$ cat src/fp16_fmt_pkg.sv
package fp16_fmt_pkg;

	// ========================================
	// Binary16 field layout
	// ========================================

	// Field widths
	localparam int EXP_W  = 5;
	localparam int FRAC_W = 10;
	// Hidden bit plus stored fraction
	localparam int SIG_W  = FRAC_W + 1;

	// Biased exponent
	typedef logic [EXP_W-1:0]  fp16_exp_t;
	// Stored fraction, hidden bit not included
	typedef logic [FRAC_W-1:0] fp16_frac_t;
	// Significand with the hidden bit on top
	typedef logic [SIG_W-1:0]  fp16_sig_t;

	// Operand as it sits on the bus, sign in bit 15
	typedef struct packed {
		logic       sign;
		fp16_exp_t  exp;
		fp16_frac_t frac;
	} fp16_t;

	// ========================================
	// Special encodings
	// ========================================

	// All-ones exponent marks infinity and NaN
	localparam fp16_exp_t EXP_MAX = 5'd31;

	// Canonical quiet NaN, positive, only the quiet bit set
	localparam fp16_t FP16_QNAN = 16'h7E00;

endpackage
$ cat src/fp16_rnd_pkg.sv
package fp16_rnd_pkg;

	// RISC-V rounding mode encoding
	typedef enum logic [2:0] {
		RNE = 3'd0,
		RTZ = 3'd1,
		RDN = 3'd2,
		RUP = 3'd3,
		RMM = 3'd4
	} rnd_mode_e;

	// Exception flags, ordered as in fflags minus dz and uf
	typedef struct packed {
		logic nv;
		logic of;
		logic nx;
	} fp16_flags_t;

	// Unrounded result of one add path
	// exp 0 means the significand sits at the scale of exponent 1
	typedef struct packed {
		fp16_fmt_pkg::fp16_exp_t exp;
		fp16_fmt_pkg::fp16_sig_t sig;
		// Raw sum reached 2.0, sig already holds it shifted right by one
		logic                    ovf;
		logic                    guard;
		logic                    sticky;
	} path_res_t;

	// Outcome of the operand classification
	typedef struct packed {
		logic nan;
		logic inf;
		logic exact_zero;
		logic nv;
		// Sign of the infinity or of the exact zero
		logic sign;
	} special_t;

	// Stage register between alignment/add and rounding
	typedef struct packed {
		path_res_t res;
		special_t  spec;
		logic      sign;
		rnd_mode_e rm;
	} s1_reg_t;

endpackage

$ cat src/fp16_add.sv
`timescale 1ns/1ps

module fp16_add (
	input  logic                      clk,
	input  logic                      rst_n_i,
	input  logic                      valid_i,
	input  fp16_fmt_pkg::fp16_t       a_i,
	input  fp16_fmt_pkg::fp16_t       b_i,
	input  logic                      sub_i,
	input  fp16_rnd_pkg::rnd_mode_e   rm_i,
	output logic                      valid_o,
	output fp16_fmt_pkg::fp16_t       res_o,
	output fp16_rnd_pkg::fp16_flags_t flags_o
);

	fp16_fmt_pkg::fp16_t     b_eff;
	logic                    close_sel;
	fp16_rnd_pkg::path_res_t close_res;
	fp16_rnd_pkg::path_res_t far_res;
	fp16_rnd_pkg::special_t  special;
	logic                    sign_large;
	fp16_rnd_pkg::s1_reg_t   s1_d;
	fp16_rnd_pkg::s1_reg_t   s1_q;

	// ========================================
	// Stage 0
	// ========================================
	// Subtraction is addition with b negated
	assign b_eff = {b_i.sign ^ sub_i, b_i.exp, b_i.frac};

	fp16_classify i_classify (
		.a_i       (a_i),
		.b_i       (b_eff),
		.rm_i      (rm_i),
		.special_o (special)
	);

	fp16_close_path i_close_path (
		.a_i         (a_i),
		.b_i         (b_eff),
		.close_sel_o (close_sel),
		.res_o       (close_res)
	);

	fp16_far_path i_far_path (
		.a_i   (a_i),
		.b_i   (b_eff),
		.res_o (far_res)
	);

	// Result carries the sign of the larger magnitude
	assign sign_large = ({a_i.exp, a_i.frac} >= {b_i.exp, b_i.frac}) ? a_i.sign : b_eff.sign;

	assign s1_d.res  = close_sel ? close_res : far_res;
	assign s1_d.spec = special;
	assign s1_d.sign = sign_large;
	assign s1_d.rm   = rm_i;

	// ========================================
	// Stage register and stage 1
	// ========================================
	always_ff @(posedge clk) begin
		if (valid_i) begin
			s1_q <= s1_d;
		end
	end

	always_ff @(posedge clk or negedge rst_n_i) begin
		if (!rst_n_i) begin
			valid_o <= 1'b0;
		end else begin
			valid_o <= valid_i;
		end
	end

	fp16_round_pack i_round_pack (
		.s1_i    (s1_q),
		.res_o   (res_o),
		.flags_o (flags_o)
	);

	valid_known_a: assert property (@(posedge clk) disable iff (!rst_n_i)
		!$isunknown(valid_o))
		else $error("valid_o unknown after reset");

	// A valid output came through both stages fully defined
	res_known_a: assert property (@(posedge clk) disable iff (!rst_n_i)
		valid_o |-> !$isunknown({res_o, flags_o}))
		else $error("result or flags unknown while valid_o is high");

endmodule

$ cat src/fp16_round_pack.sv
`timescale 1ns/1ps

module fp16_round_pack (
	input  fp16_rnd_pkg::s1_reg_t     s1_i,
	output fp16_fmt_pkg::fp16_t       res_o,
	output fp16_rnd_pkg::fp16_flags_t flags_o
);

	logic                    gs;
	logic                    round_up;
	logic                    to_zero;
	logic [11:0]             rounded;
	fp16_fmt_pkg::fp16_exp_t exp_base;
	logic [5:0]              exp_out;
	logic                    overflow;
	logic                    special;
	fp16_fmt_pkg::fp16_t     normal_res;
	fp16_fmt_pkg::fp16_t     overflow_res;
	fp16_fmt_pkg::fp16_t     special_res;

	assign gs = s1_i.res.guard | s1_i.res.sticky;

	// ========================================
	// Rounding decision
	// ========================================
	// RDN and RUP turn into toward zero or away from zero by the sign
	always_comb begin
		round_up = 1'b0;
		to_zero  = 1'b0;
		case (s1_i.rm)
			fp16_rnd_pkg::RNE: round_up = s1_i.res.guard & (s1_i.res.sig[0] | s1_i.res.sticky);
			fp16_rnd_pkg::RTZ: to_zero = 1'b1;
			fp16_rnd_pkg::RDN: begin
				round_up = s1_i.sign & gs;
				to_zero  = ~s1_i.sign;
			end
			fp16_rnd_pkg::RUP: begin
				round_up = ~s1_i.sign & gs;
				to_zero  = s1_i.sign;
			end
			fp16_rnd_pkg::RMM: round_up = s1_i.res.guard;
			default: to_zero = 1'b1;
		endcase
	end

	assign rounded = {1'b0, s1_i.res.sig} + {11'b0, round_up};

	// Subnormal that reaches 1.0 becomes exponent 1
	assign exp_base = (s1_i.res.exp == '0) ? {4'b0, |rounded[11:10]} : s1_i.res.exp;
	// Carry from the add path and carry out of rounding both step the exponent
	assign exp_out  = {1'b0, exp_base} + {5'b0, s1_i.res.ovf} + {5'b0, rounded[11]};
	assign overflow = (exp_out >= 6'd31);

	// ========================================
	// Result select
	// ========================================
	// After a rounding carry the fraction bits are all zero anyway
	assign normal_res   = {s1_i.sign, exp_out[4:0], rounded[9:0]};
	// Largest finite value when rounding toward zero
	assign overflow_res = to_zero ? {s1_i.sign, 5'd30, 10'h3FF} :
		{s1_i.sign, fp16_fmt_pkg::EXP_MAX, 10'h000};

	assign special = s1_i.spec.nan | s1_i.spec.inf | s1_i.spec.exact_zero;

	always_comb begin
		if (s1_i.spec.nan)
			special_res = fp16_fmt_pkg::FP16_QNAN;
		else if (s1_i.spec.inf)
			special_res = {s1_i.spec.sign, fp16_fmt_pkg::EXP_MAX, 10'h000};
		else
			special_res = {s1_i.spec.sign, 15'h0000};
	end

	// Special beats overflow beats normal
	assign res_o = special ? special_res : (overflow ? overflow_res : normal_res);

	assign flags_o.nv = s1_i.spec.nv;
	assign flags_o.of = overflow & ~special;
	assign flags_o.nx = (gs | overflow) & ~special;

	// Classification never marks both
	nan_inf_excl_a: assert final ($isunknown(s1_i.spec) ||
		!(s1_i.spec.nan && s1_i.spec.inf))
		else $error("round_pack: nan and inf both set");

endmodule

$ cat src/fp16_far_path.sv
`timescale 1ns/1ps

module fp16_far_path (
	input  fp16_fmt_pkg::fp16_t     a_i,
	input  fp16_fmt_pkg::fp16_t     b_i,
	output fp16_rnd_pkg::path_res_t res_o
);

	fp16_fmt_pkg::fp16_exp_t ea;
	fp16_fmt_pkg::fp16_exp_t eb;
	logic                    eff_sub;
	logic                    a_big;
	fp16_fmt_pkg::fp16_exp_t exp_large;
	fp16_fmt_pkg::fp16_sig_t sig_large;
	fp16_fmt_pkg::fp16_sig_t sig_small;
	logic [4:0]              exp_diff;
	logic [3:0]              shamt;
	logic [25:0]             small_wide;
	logic [12:0]             op_large;
	logic [12:0]             op_small;
	logic                    lost_sticky;
	logic [13:0]             sum;
	logic [13:0]             raw;

	// Subnormals sit at the scale of exponent 1
	assign ea = (a_i.exp == '0) ? 5'd1 : a_i.exp;
	assign eb = (b_i.exp == '0) ? 5'd1 : b_i.exp;

	assign eff_sub   = a_i.sign ^ b_i.sign;
	assign a_big     = (ea >= eb);
	// Raw exponent so that two subnormals stay at exponent 0
	assign exp_large = a_big ? a_i.exp : b_i.exp;
	assign sig_large = a_big ? {a_i.exp != '0, a_i.frac} : {b_i.exp != '0, b_i.frac};
	assign sig_small = a_big ? {b_i.exp != '0, b_i.frac} : {a_i.exp != '0, a_i.frac};
	assign exp_diff  = a_big ? ea - eb : eb - ea;

	// ========================================
	// Alignment
	// ========================================
	// Beyond 15 everything is already below the kept bits
	assign shamt = (exp_diff > 5'd15) ? 4'd15 : exp_diff[3:0];

	// Upper half keeps sig, guard and round, lower half collects lost bits
	assign small_wide  = {sig_small, 2'b00, 13'b0} >> shamt;
	assign op_small    = small_wide[25:13];
	assign lost_sticky = |small_wide[12:0];
	assign op_large    = {sig_large, 2'b00};

	// ========================================
	// Add / subtract
	// ========================================
	// Subtract as L + ~S + 1, the carry in is dropped when bits were lost
	// so the sum is the floor and sticky still marks the remainder
	assign sum = {1'b0, op_large} + {1'b0, eff_sub ? ~op_small : op_small} +
		{13'b0, eff_sub & ~lost_sticky};
	// Top carry of a subtraction is the two's complement artifact
	assign raw = {sum[13] & ~eff_sub, sum[12:0]};

	always_comb begin
		if (raw[13]) begin
			// Sum reached 2.0, keep it shifted by one
			res_o.exp    = exp_large;
			res_o.sig    = raw[13:3];
			res_o.ovf    = 1'b1;
			res_o.guard  = raw[2];
			res_o.sticky = |raw[1:0] | lost_sticky;
		end else if (raw[12] || !eff_sub) begin
			// Already in [1.0, 2.0), or a subnormal sum
			res_o.exp    = exp_large;
			res_o.sig    = raw[12:2];
			res_o.ovf    = 1'b0;
			res_o.guard  = raw[1];
			res_o.sticky = raw[0] | lost_sticky;
		end else begin
			// Subtraction lost its top bit, at most one for a gap of two or more
			res_o.exp    = exp_large - 5'd1;
			res_o.sig    = raw[11:1];
			res_o.ovf    = 1'b0;
			res_o.guard  = raw[0];
			res_o.sticky = lost_sticky;
		end
	end

endmodule

$ cat src/fp16_close_path.sv
`timescale 1ns/1ps

module fp16_close_path (
	input  fp16_fmt_pkg::fp16_t     a_i,
	input  fp16_fmt_pkg::fp16_t     b_i,
	output logic                    close_sel_o,
	output fp16_rnd_pkg::path_res_t res_o
);

	// Effective exponents, subnormals count as exponent 1
	fp16_fmt_pkg::fp16_exp_t ea;
	fp16_fmt_pkg::fp16_exp_t eb;
	logic                    eff_sub;
	logic                    a_ge_b;
	logic                    exp_eq;
	logic                    exp_off1;
	fp16_fmt_pkg::fp16_exp_t exp_large;
	fp16_fmt_pkg::fp16_sig_t sig_large;
	fp16_fmt_pkg::fp16_sig_t sig_small;
	logic [11:0]             op_large;
	logic [11:0]             op_small;
	logic [11:0]             diff;
	logic [3:0]              lzc;
	logic                    limited;
	logic [4:0]              shamt;
	logic [11:0]             norm;

	// Leading zeros of the 12-bit difference, 12 for zero
	function automatic logic [3:0] lzc12(input logic [11:0] v);
		logic [3:0] cnt;
		logic       found;
		cnt   = 4'd12;
		found = 1'b0;
		for (int i = 11; i >= 0; i--) begin
			if (!found && v[i]) begin
				cnt   = 4'(11 - i);
				found = 1'b1;
			end
		end
		return cnt;
	endfunction

	assign ea = (a_i.exp == '0) ? 5'd1 : a_i.exp;
	assign eb = (b_i.exp == '0) ? 5'd1 : b_i.exp;

	// ========================================
	// Path select
	// ========================================
	assign eff_sub     = a_i.sign ^ b_i.sign;
	assign exp_eq      = (ea == eb);
	assign exp_off1    = (ea == eb + 5'd1) || (eb == ea + 5'd1);
	assign close_sel_o = eff_sub && (exp_eq || exp_off1);

	// Magnitude order, the bit pattern orders like the value
	assign a_ge_b    = ({a_i.exp, a_i.frac} >= {b_i.exp, b_i.frac});
	assign exp_large = a_ge_b ? ea : eb;
	assign sig_large = a_ge_b ? {a_i.exp != '0, a_i.frac} : {b_i.exp != '0, b_i.frac};
	assign sig_small = a_ge_b ? {b_i.exp != '0, b_i.frac} : {a_i.exp != '0, a_i.frac};

	// One extra low bit catches the bit lost by the 1-bit alignment
	assign op_large = {sig_large, 1'b0};
	assign op_small = exp_eq ? {sig_small, 1'b0} : {1'b0, sig_small};
	assign diff     = op_large - op_small;

	// ========================================
	// Normalize
	// ========================================
	assign lzc = lzc12(diff);
	// Stop at exponent 1, result is then subnormal
	// A zero difference lands at exponent 0 as well
	assign limited = (diff == '0) || ({1'b0, lzc} > exp_large - 5'd1);
	assign shamt   = limited ? exp_large - 5'd1 : {1'b0, lzc};
	assign norm    = diff << shamt;

	assign res_o.exp    = limited ? '0 : exp_large - shamt;
	assign res_o.sig    = norm[11:1];
	// Only an unshifted 1-bit alignment leaves a guard bit
	assign res_o.guard  = norm[0];
	assign res_o.sticky = 1'b0;
	// A difference never reaches 2.0
	assign res_o.ovf    = 1'b0;

	// Count and exponent limit agree on normalization
	close_norm_a: assert final ($isunknown({close_sel_o, res_o}) || !close_sel_o ||
		(res_o.exp == '0) || res_o.sig[10])
		else $error("close path: normal exponent with top bit clear");

endmodule

$ cat src/fp16_classify.sv
`timescale 1ns/1ps

module fp16_classify (
	input  fp16_fmt_pkg::fp16_t      a_i,
	input  fp16_fmt_pkg::fp16_t      b_i,
	input  fp16_rnd_pkg::rnd_mode_e  rm_i,
	output fp16_rnd_pkg::special_t   special_o
);

	logic a_zero;
	logic b_zero;
	logic a_inf;
	logic b_inf;
	logic a_snan;
	logic b_snan;
	logic a_nan;
	logic b_nan;
	logic eff_sub;
	logic mag_eq;
	logic inf_cancel;
	logic zero_sign;

	// Per-operand classes
	assign a_zero = (a_i.exp == '0) && (a_i.frac == '0);
	assign b_zero = (b_i.exp == '0) && (b_i.frac == '0);
	assign a_inf  = (a_i.exp == fp16_fmt_pkg::EXP_MAX) && (a_i.frac == '0);
	assign b_inf  = (b_i.exp == fp16_fmt_pkg::EXP_MAX) && (b_i.frac == '0);
	assign a_nan  = (a_i.exp == fp16_fmt_pkg::EXP_MAX) && (a_i.frac != '0);
	assign b_nan  = (b_i.exp == fp16_fmt_pkg::EXP_MAX) && (b_i.frac != '0);
	// Signaling when the quiet bit is clear
	assign a_snan = a_nan && !a_i.frac[9];
	assign b_snan = b_nan && !b_i.frac[9];

	// b's sign is already the effective one
	assign eff_sub    = a_i.sign ^ b_i.sign;
	assign mag_eq     = ({a_i.exp, a_i.frac} == {b_i.exp, b_i.frac});
	// inf - inf has no answer
	assign inf_cancel = a_inf && b_inf && eff_sub;

	// x - x is +0, except -0 when rounding down
	// Two zeros of one sign keep that sign under any mode
	assign zero_sign = (rm_i == fp16_rnd_pkg::RDN) ? (a_i.sign | b_i.sign) :
		(a_i.sign & b_i.sign);

	assign special_o.nan        = a_nan || b_nan || inf_cancel;
	assign special_o.nv         = a_snan || b_snan || inf_cancel;
	assign special_o.inf        = (a_inf || b_inf) && !special_o.nan;
	assign special_o.exact_zero = !(a_nan || b_nan || a_inf || b_inf) &&
		((a_zero && b_zero) || (mag_eq && eff_sub));
	// Infinity takes the sign of the infinite operand
	assign special_o.sign = special_o.exact_zero ? zero_sign :
		(a_inf ? a_i.sign : b_i.sign);

endmodule

$ cat config.mk
export PLATFORM = sky130hd
export DESIGN_NAME = fp16_add
export DESIGN_NICKNAME = d
export VERILOG_FILES = /design/src/fp16_fmt_pkg.sv /design/src/fp16_rnd_pkg.sv /design/src/fp16_add.sv /design/src/fp16_round_pack.sv /design/src/fp16_far_path.sv /design/src/fp16_close_path.sv /design/src/fp16_classify.sv
export SDC_FILE = /design/constraint.sdc
export NUM_CORES = 1
export LEC_CHECK = 0
export ABC_AREA = 1
export BUFFER_PORTS_ARGS = -buffer_cell sky130_fd_sc_hd__buf_2
export CORE_MARGIN = 2
export CORE_UTILIZATION = 60
export DETAILED_ROUTE_END_ITERATION = 6
export PLACE_DENSITY = 0.8
export SYNTH_ARGS = -nofsm -noshare
export SYNTH_HDL_FRONTEND = slang
export SYNTH_SLANG_ARGS = --single-unit
$ cat constraint.sdc
create_clock -name clk -period 12.1 [get_ports clk]
set_input_delay 1.815 -clock clk [delete_from_list [all_inputs] [get_ports clk]]
set_output_delay 1.815 -clock clk [all_outputs]
set_load 0.02 [all_outputs]
==> metrics.log, run 1 <==
INFO  metric run_status = completed
INFO  metric worst_setup_path_start_kind = input pin
INFO  metric hold_fix_buffers_cts = 0
INFO  metric synth.top_cells.by_area = sky130_fd_sc_hd__nand2_1 19%, sky130_fd_sc_hd__edfxtp_1 12%, sky130_fd_sc_hd__ha_1 12%
INFO  metric post-synth-top-count-cell = sky130_fd_sc_hd__nand2_1
INFO  metric fp-row-count = 39
INFO  metric drive_gt1_share = 9.31%
INFO  metric crit_path_start = b_i[14]
INFO  metric timing.critical_path.max_delay_family = simple AND/OR/NAND/NOR gates
INFO  metric antenna_found_initial = 0
INFO  metric netlist_top_cells_count = 345 x sky130_fd_sc_hd__nand2_1, 147 x sky130_fd_sc_hd__inv_1, 119 x sky130_fd_sc_hd__nand3_1, 115 x sky130_fd_sc_hd__o21ai_0, 76 x sky130_fd_sc_hd__nor2_1
INFO  metric setup_crit_path_kind = input pin to flop
INFO  metric worst_path_most_repeated_cell = sky130_fd_sc_hd__nand2_1
INFO  metric total_power = 0.00131 W
INFO  metric largest_net_degree_at_the_start_of_global_routing = 42
INFO  metric tritoncts = built
INFO  metric placeable_core_region = 0.0113 sq mm
INFO  metric grt_first_pass_wirelength = 32.9 mm
INFO  metric placed_cells_incl_taps = 1338
INFO  metric groute.usage.overall = 31.8%
INFO  metric final_util = 64.7%
INFO  metric post_synth_net_total = around 1300
INFO  metric max_freq = around 0.10 GHz
INFO  metric transition_time_of_the_tightest_slew_check_pin = 0.836 ns
INFO  metric yosys.cell_types.count = 57
INFO  metric end_kind = flop
INFO  metric h-tree-depth = 2
INFO  metric p_leak = around 3.8 nW
INFO  metric post_cts_resize_count = 0
INFO  metric postLayoutCellArea = approximately 0.0073 sq mm
INFO  metric critPathArrivalTime = 9.62 ns
INFO  metric setup_viol = 0
INFO  metric portBuffers = between 50 and 60
INFO  metric synth_async_sr_flop_share = under 10%
INFO  metric wirelength = 19.9 mm
INFO  metric dieHeight = 111 um
INFO  metric synth_seq_area_share = 12.5%
INFO  metric cts_bufs_inserted = 5
INFO  metric setup_tns = 0 ns
INFO  metric postSynthCellCount = roughly 1200
INFO  metric maxSlewViolCount = 0
INFO  metric route.detailed.wl_per_inst = between 10 and 15 um
INFO  metric layout.nets = about 1300
INFO  metric chipWidth = approximately 110 um
INFO  metric worstHoldPathType = input pin to asynchronous set/reset pin
INFO  metric io-pin-count = between 50 and 60
INFO  metric path_max_fanout = 41
INFO  metric path_buf_inv = 8
INFO  metric global_route.overflow_total = 0
INFO  metric first_global_vias = 6881
INFO  metric root_buffer = sky130_fd_sc_hd__clkbuf_16
INFO  metric timing.final.crit_period = between 9 and 10 ns
INFO  metric edff_count_synth = 28
INFO  metric drv.max_cap_violation_count = 0
INFO  metric placedInstanceArea = between 0.007 and 0.008 sq mm
INFO  metric n_fill_cell = about 1100
INFO  metric post-synth-top-area-cell = sky130_fd_sc_hd__nand2_1
INFO  metric vias_post_dr = between 7000 and 8000
INFO  metric crit_path_max_incr_delay = 0.54 ns
INFO  metric die_area = approximately 0.012 sq mm
INFO  metric post-route-drc-count = 0
INFO  metric detailedRoute.firstPassIterationCount = 6
INFO  metric final_cell_count_no_fill = between 1000 and 1500
INFO  metric final_antenna_net_count = 0
INFO  metric finalHoldViolCount = 0
INFO  metric max-vdd-ir-drop = between 0.0001 and 0.00015 V
INFO  metric initial_core_util = around three fifths
INFO  metric grt_setup_unrepaired = false
INFO  metric power-per-cell-area = around 180 mW/mm^2
INFO  metric synth.yosys.warnings = 0
INFO  metric area_growth_syn_to_layout = 5.84%
INFO  metric synth-seq-cells = 29
INFO  metric slew_headroom = between 40 and 50%
INFO  metric routability_cong = ~0.97
INFO  metric antenna_cells = 0
INFO  metric cp_data_required_time = 12.11 ns
INFO  metric synth-main-ff-cell = sky130_fd_sc_hd__edfxtp_1
INFO  metric cts_post_setup_buffers_inserted = 0
INFO  metric ctsLongestPathBuffers = 2
INFO  metric finalCritPeriodShare = around four fifths
INFO  metric clk_pin_slew = 0.05 ns
INFO  metric critical-path-slowest-cell = sky130_fd_sc_hd__ha_1
INFO  metric avgSynthCellArea = 5.88 sq um
INFO  metric routed_via_density = around 5.7
INFO  metric number_of_sinks_on_the_clock_net = 29
INFO  metric synth_area = between 0.006 and 0.007 sq mm
INFO  metric drt_first_iter_violations = 554
INFO  metric detailedPlacementHpwl = approximately 17 mm
INFO  metric synth_top_cell_area_share = between 10% and 20%
cell usage in the layout, fill, tap and decap left out, types with 6 or more instances in the layout:
cell type and instances:
sky130_fd_sc_hd__nand2_1 345, sky130_fd_sc_hd__nand3_1 119, sky130_fd_sc_hd__ha_1 65, sky130_fd_sc_hd__xor2_1 38, sky130_fd_sc_hd__inv_1 147, sky130_fd_sc_hd__o21bai_1 6
sky130_fd_sc_hd__nor2_1 76, sky130_fd_sc_hd__xnor2_1 13, sky130_fd_sc_hd__nor4_1 7, sky130_fd_sc_hd__a31oi_1 6, sky130_fd_sc_hd__edfxtp_1 28, sky130_fd_sc_hd__nand4_1 17
sky130_fd_sc_hd__a21oi_1 52, sky130_fd_sc_hd__nand2_2 13, sky130_fd_sc_hd__inv_2 7, sky130_fd_sc_hd__o21ai_0 115, sky130_fd_sc_hd__buf_2 58, sky130_fd_sc_hd__nor3_1 11
layout make-up:
type	instances	area, sq um	share of cell area [%]
clock buffer	5	125	1.71
clock inverter	3	12.5	0.171
inverter	157	592	8.08
multi-input combinational	950	5260	71.7
sequential	29	866	11.8
tap	143	179	2.44
timing repair buffer	59	298	4.06
cells by family (layout without fill, tap and decap cells):
family                   count (synthesis)  after routing  synth area share (%)
AND/OR/NAND/NOR                        620            620                  39.6
AO/OA/AOI/OAI                          206            206                  16.3
XOR/XNOR                                51             51                  6.45
adder cells (fa/ha/maj)                 70             70                  13.2
flip-flops                              29             29                  12.5
multiplexers                             3              3                 0.452
buffers and inverters                  198            224                  11.6
final timing paths:
kind / cells after the start / endpoint / slack (ns)
worst max-delay path: 44 / s1_q[27] / 2.49
worst min-delay path: 1 / valid_o / 1.31
min in group clk: 1 / s1_q[2] / 1.73
max in group asynchronous: 1 / valid_o / 10.71
power breakdown:
| group | internal, W | switching [W] | total (W) | leakage (nW) |
|---|---|---|---|---|
| registers | 0.000158 | 0.0000202 | 0.000178 | 0.285 |
| clock network | 0.0000740 | 0.0000404 | 0.000114 | 0.0687 |
| logic | 0.000338 | 0.000677 | 0.00101 | 3.47 |
metal layers:
layer  vias up  GRT usage [%]  share of wire (%)  wire, um
met3        55           3.54                5.7      1140
met1      3422           42.1                 44      8780
li1       3921              -                  -         -
met2       278           53.5                 47      9270
met4         0           12.5                3.8       755
met5         -              0                  0         0
sequential cells by signal (all words and copies together) (netlist names):
name     count
valid_o      1
s1_q        28
through the flow:
| step | hold WS (ns) | worst slack, ns |
|---|---|---|
| after floorplan | 1.52 | 3.79 |
| after global placement | 1.59 | 2.50 |
| after detailed placement | 1.59 | 2.37 |
| after CTS | 1.30 | 2.64 |
| after global routing | 1.30 | 1.82 |
| final | 1.31 | 2.49 |
(Power assumes the default switching activity.)
==> run 2: changes to the inputs <==
- ABC_AREA: 1 -> 0
- clock period: 12.1 -> 9.9 ns (I/O delays scaled with it)
==> run 2 against run 1 <==
  * Wire length is 7.9% higher
  * Largest power group unchanged
  * Utilization grew 1.5 points
  * Worst hold slack got worse by 0.33 ns
  * Largest cell class unchanged
  * Highest routed layer unchanged
==> metrics.log, run 2 <==
INFO  metric synth_seq_area_share = a little under an eighth
INFO  metric worstHoldPathType = input pin to asynchronous set/reset pin
INFO  metric portBuffers = 58
INFO  metric groute.usage.overall = a little under a third
INFO  metric hold_fix_buffers_cts = 0
INFO  metric drive_gt1_share = between 10 and 15%
INFO  metric p_leak = roughly 3.4 nW
INFO  metric cts_bufs_inserted = 5
INFO  metric synth.top_cells.by_area = sky130_fd_sc_hd__edfxtp_1 11%, sky130_fd_sc_hd__ha_1 11%, sky130_fd_sc_hd__mux2i_1 6.6%
INFO  metric final_antenna_net_count = 0
INFO  metric finalCritPeriodShare = 93.7%
INFO  metric route.detailed.wl_per_inst = around 18 um
INFO  metric mostFrequentLayoutCell = sky130_fd_sc_hd__nand2_1
INFO  metric path_max_fanout = 14
INFO  metric number_of_sinks_on_the_clock_net = 29
INFO  metric layout.cells.most_common_list = 126 x sky130_fd_sc_hd__nand2_1, 89 x sky130_fd_sc_hd__nor2_1, 71 x sky130_fd_sc_hd__a21oi_1, 67 x sky130_fd_sc_hd__inv_1, 65 x sky130_fd_sc_hd__ha_1
INFO  metric synth_async_sr_flop_share = ~3.4%
INFO  metric initial_core_util = around three fifths
INFO  metric io-pin-count = approximately 60
INFO  metric wirelength = around 22 mm
INFO  metric chipWidth = roughly 120 um
INFO  metric global_route.overflow_total = 0
INFO  metric die_area = 0.0134 sq mm
INFO  metric fin_hold_ws = slightly below 1 ns
INFO  metric avgSynthCellArea = approximately 7.3 sq um
INFO  metric h-tree-depth = 2
INFO  metric netlist_top_cells_count = 126 x sky130_fd_sc_hd__nand2_1, 89 x sky130_fd_sc_hd__nor2_1, 71 x sky130_fd_sc_hd__a21oi_1, 67 x sky130_fd_sc_hd__inv_1, 65 x sky130_fd_sc_hd__ha_1
INFO  metric run_status = completed
INFO  metric total_power = 0.00179 W
INFO  metric largest_net_degree_at_the_start_of_global_routing = 55
INFO  metric end_kind = flop
INFO  metric timing.final.crit_period = ~9 ns
INFO  metric clk_pin_slew = roughly 0.05 ns
INFO  metric synth_area = 0.00747 sq mm
INFO  metric setup_viol = 0
INFO  metric drt_first_iter_violations = 645
INFO  metric synth_top_cell_area_share = 11.3%
INFO  metric dieHeight = about 120 um
INFO  metric max_freq = 0.108 GHz
INFO  metric transition_time_of_the_tightest_slew_check_pin = 1.04 ns
INFO  metric registers.top_by_ff_count = s1_q
INFO  metric maxSlewViolCount = 0
INFO  metric critical-path-slowest-cell = sky130_fd_sc_hd__fa_1
INFO  metric fp-row-count = 40
INFO  metric post-synth-top-area-cell = sky130_fd_sc_hd__edfxtp_1
INFO  metric layout.nets = 1147
INFO  metric max-vdd-ir-drop = roughly 0.00012 V
INFO  metric post-synth-top-count-cell = sky130_fd_sc_hd__nand2_1
INFO  metric antenna_cells = 0
INFO  metric drv.max_cap_violation_count = 0
INFO  metric post_cts_resize_count = 0
INFO  metric synth-seq-cells = 29
INFO  metric routability_cong = 1.03
INFO  metric detailedRoute.firstPassIterationCount = 5
INFO  metric vias_post_dr = between 7000 and 8000
INFO  metric grt_setup_unrepaired = false
INFO  metric ctsLongestPathBuffers = 2
INFO  metric synth-main-ff-cell = sky130_fd_sc_hd__edfxtp_1
INFO  metric worst_setup_path_start_kind = input pin
INFO  metric largest_reg_flops = 28
INFO  metric worst_path_most_repeated_cell = sky130_fd_sc_hd__o21a_1
INFO  metric routed_via_density = roughly 6.4
INFO  metric largestRegisters = s1_q x28, valid_o x1
INFO  metric root_buffer = sky130_fd_sc_hd__clkbuf_16
INFO  metric detailedPlacementHpwl = between 15 and 20 mm
INFO  metric first_global_vias = between 6000 and 7000
INFO  metric area_growth_syn_to_layout = 6.90%
INFO  metric critPathArrivalTime = about 9.3 ns
INFO  metric tritoncts = built
INFO  metric edff_count_synth = 28
INFO  metric post-route-drc-count = 0
INFO  metric finalHoldViolCount = 0
INFO  metric cts_post_setup_buffers_inserted = 0
INFO  metric n_fill_cell = 1095
INFO  metric synth.yosys.warnings = 0
INFO  metric power-per-cell-area = between 200 and 250 mW/mm^2
INFO  metric yosys.cell_types.count = between 100 and 150
INFO  metric postSynthCellCount = slightly above 1000
INFO  metric setup_tns = 0 ns
INFO  metric placeable_core_region = ~0.012 sq mm
INFO  metric grt_first_pass_wirelength = between 30 and 40 mm
INFO  metric setup_crit_path_kind = input pin to flop
INFO  metric crit_path_max_incr_delay = ~0.50 ns
INFO  metric cp_data_required_time = 9.91 ns
INFO  metric slew_headroom = between 30% and 40%
INFO  metric antenna_found_initial = 0
INFO  metric final_util = approximately two thirds
INFO  metric post_synth_net_total = 1126
-- run 2: metal layers --
metal | GRT usage (%) | part of all wire [%] | wire length (um)
met1 | 43.1 | 44 | 9480
met2 | 54.6 | 46 | 9930
met3 | 2.51 | 6.9 | 1480
met4 | 9.48 | 2.9 | 620
met5 | 0 | 0 | 0
-- run 2: stage by stage --
step                      instances  cell area, sq um  setup slack, ns
final                          1207              7980            0.628
after global routing           1207              7980          0.00454
after CTS                      1207              7980            0.783
after detailed placement       1199              7790            0.524
after global placement         1199              7790            0.681
after floorplan                1017              7470             1.10
-- run 2: critical path: cells and delay by family --
| kind | cells | cell delay, ns |
|---|---|---|
| adders and majority gates | 4 | 1.49 |
| AOI/OAI and AO/OA | 13 | 2.38 |
| xor gates and xnor gates | 2 | 0.38 |
| and+or+nand+nor | 11 | 2.71 |
| buffers and inverters | 5 | 0.82 |
-- run 2: area by class of cell --
type	instances	area, sq um	share of cell area (%)
multi-input cells	862	6080	76.1
flip-flops and latches	29	866	10.8
repair buffers	68	365	4.58
inverters	72	273	3.42
well taps	168	210	2.63
clock buffers	5	125	1.57
clock inverters	3	65.1	0.815
-- run 2: final timing paths --
check | from | end | slack (ns) | depth (start not counted)
worst max-delay path | b_i[12] | s1_q[26] | 0.63 | 35
min in group clk | rm_i[1] | s1_q[1] | 1.40 | 1
worst min-delay path | rst_n_i | valid_o | 0.97 | 1
max in group asynchronous | rst_n_i | valid_o | 8.84 | 1
-- run 2: logic make-up after synthesis --
family / share of synthesized area (%)
xor gates and xnor gates: 7.51
buffers and inverters: 7.00
adders and majority gates: 12.2
and+or+nand+nor: 25.3
AOI/OAI and AO/OA: 26.6
DFF: 11.6
muxes: 9.70
-- run 2: power breakdown --
part	switching (W)	total (W)	internal (W)
clock	0.0000501	0.000193	0.000143
combinational	0.000823	0.00137	0.000550
sequential	0.0000305	0.000223	0.000192
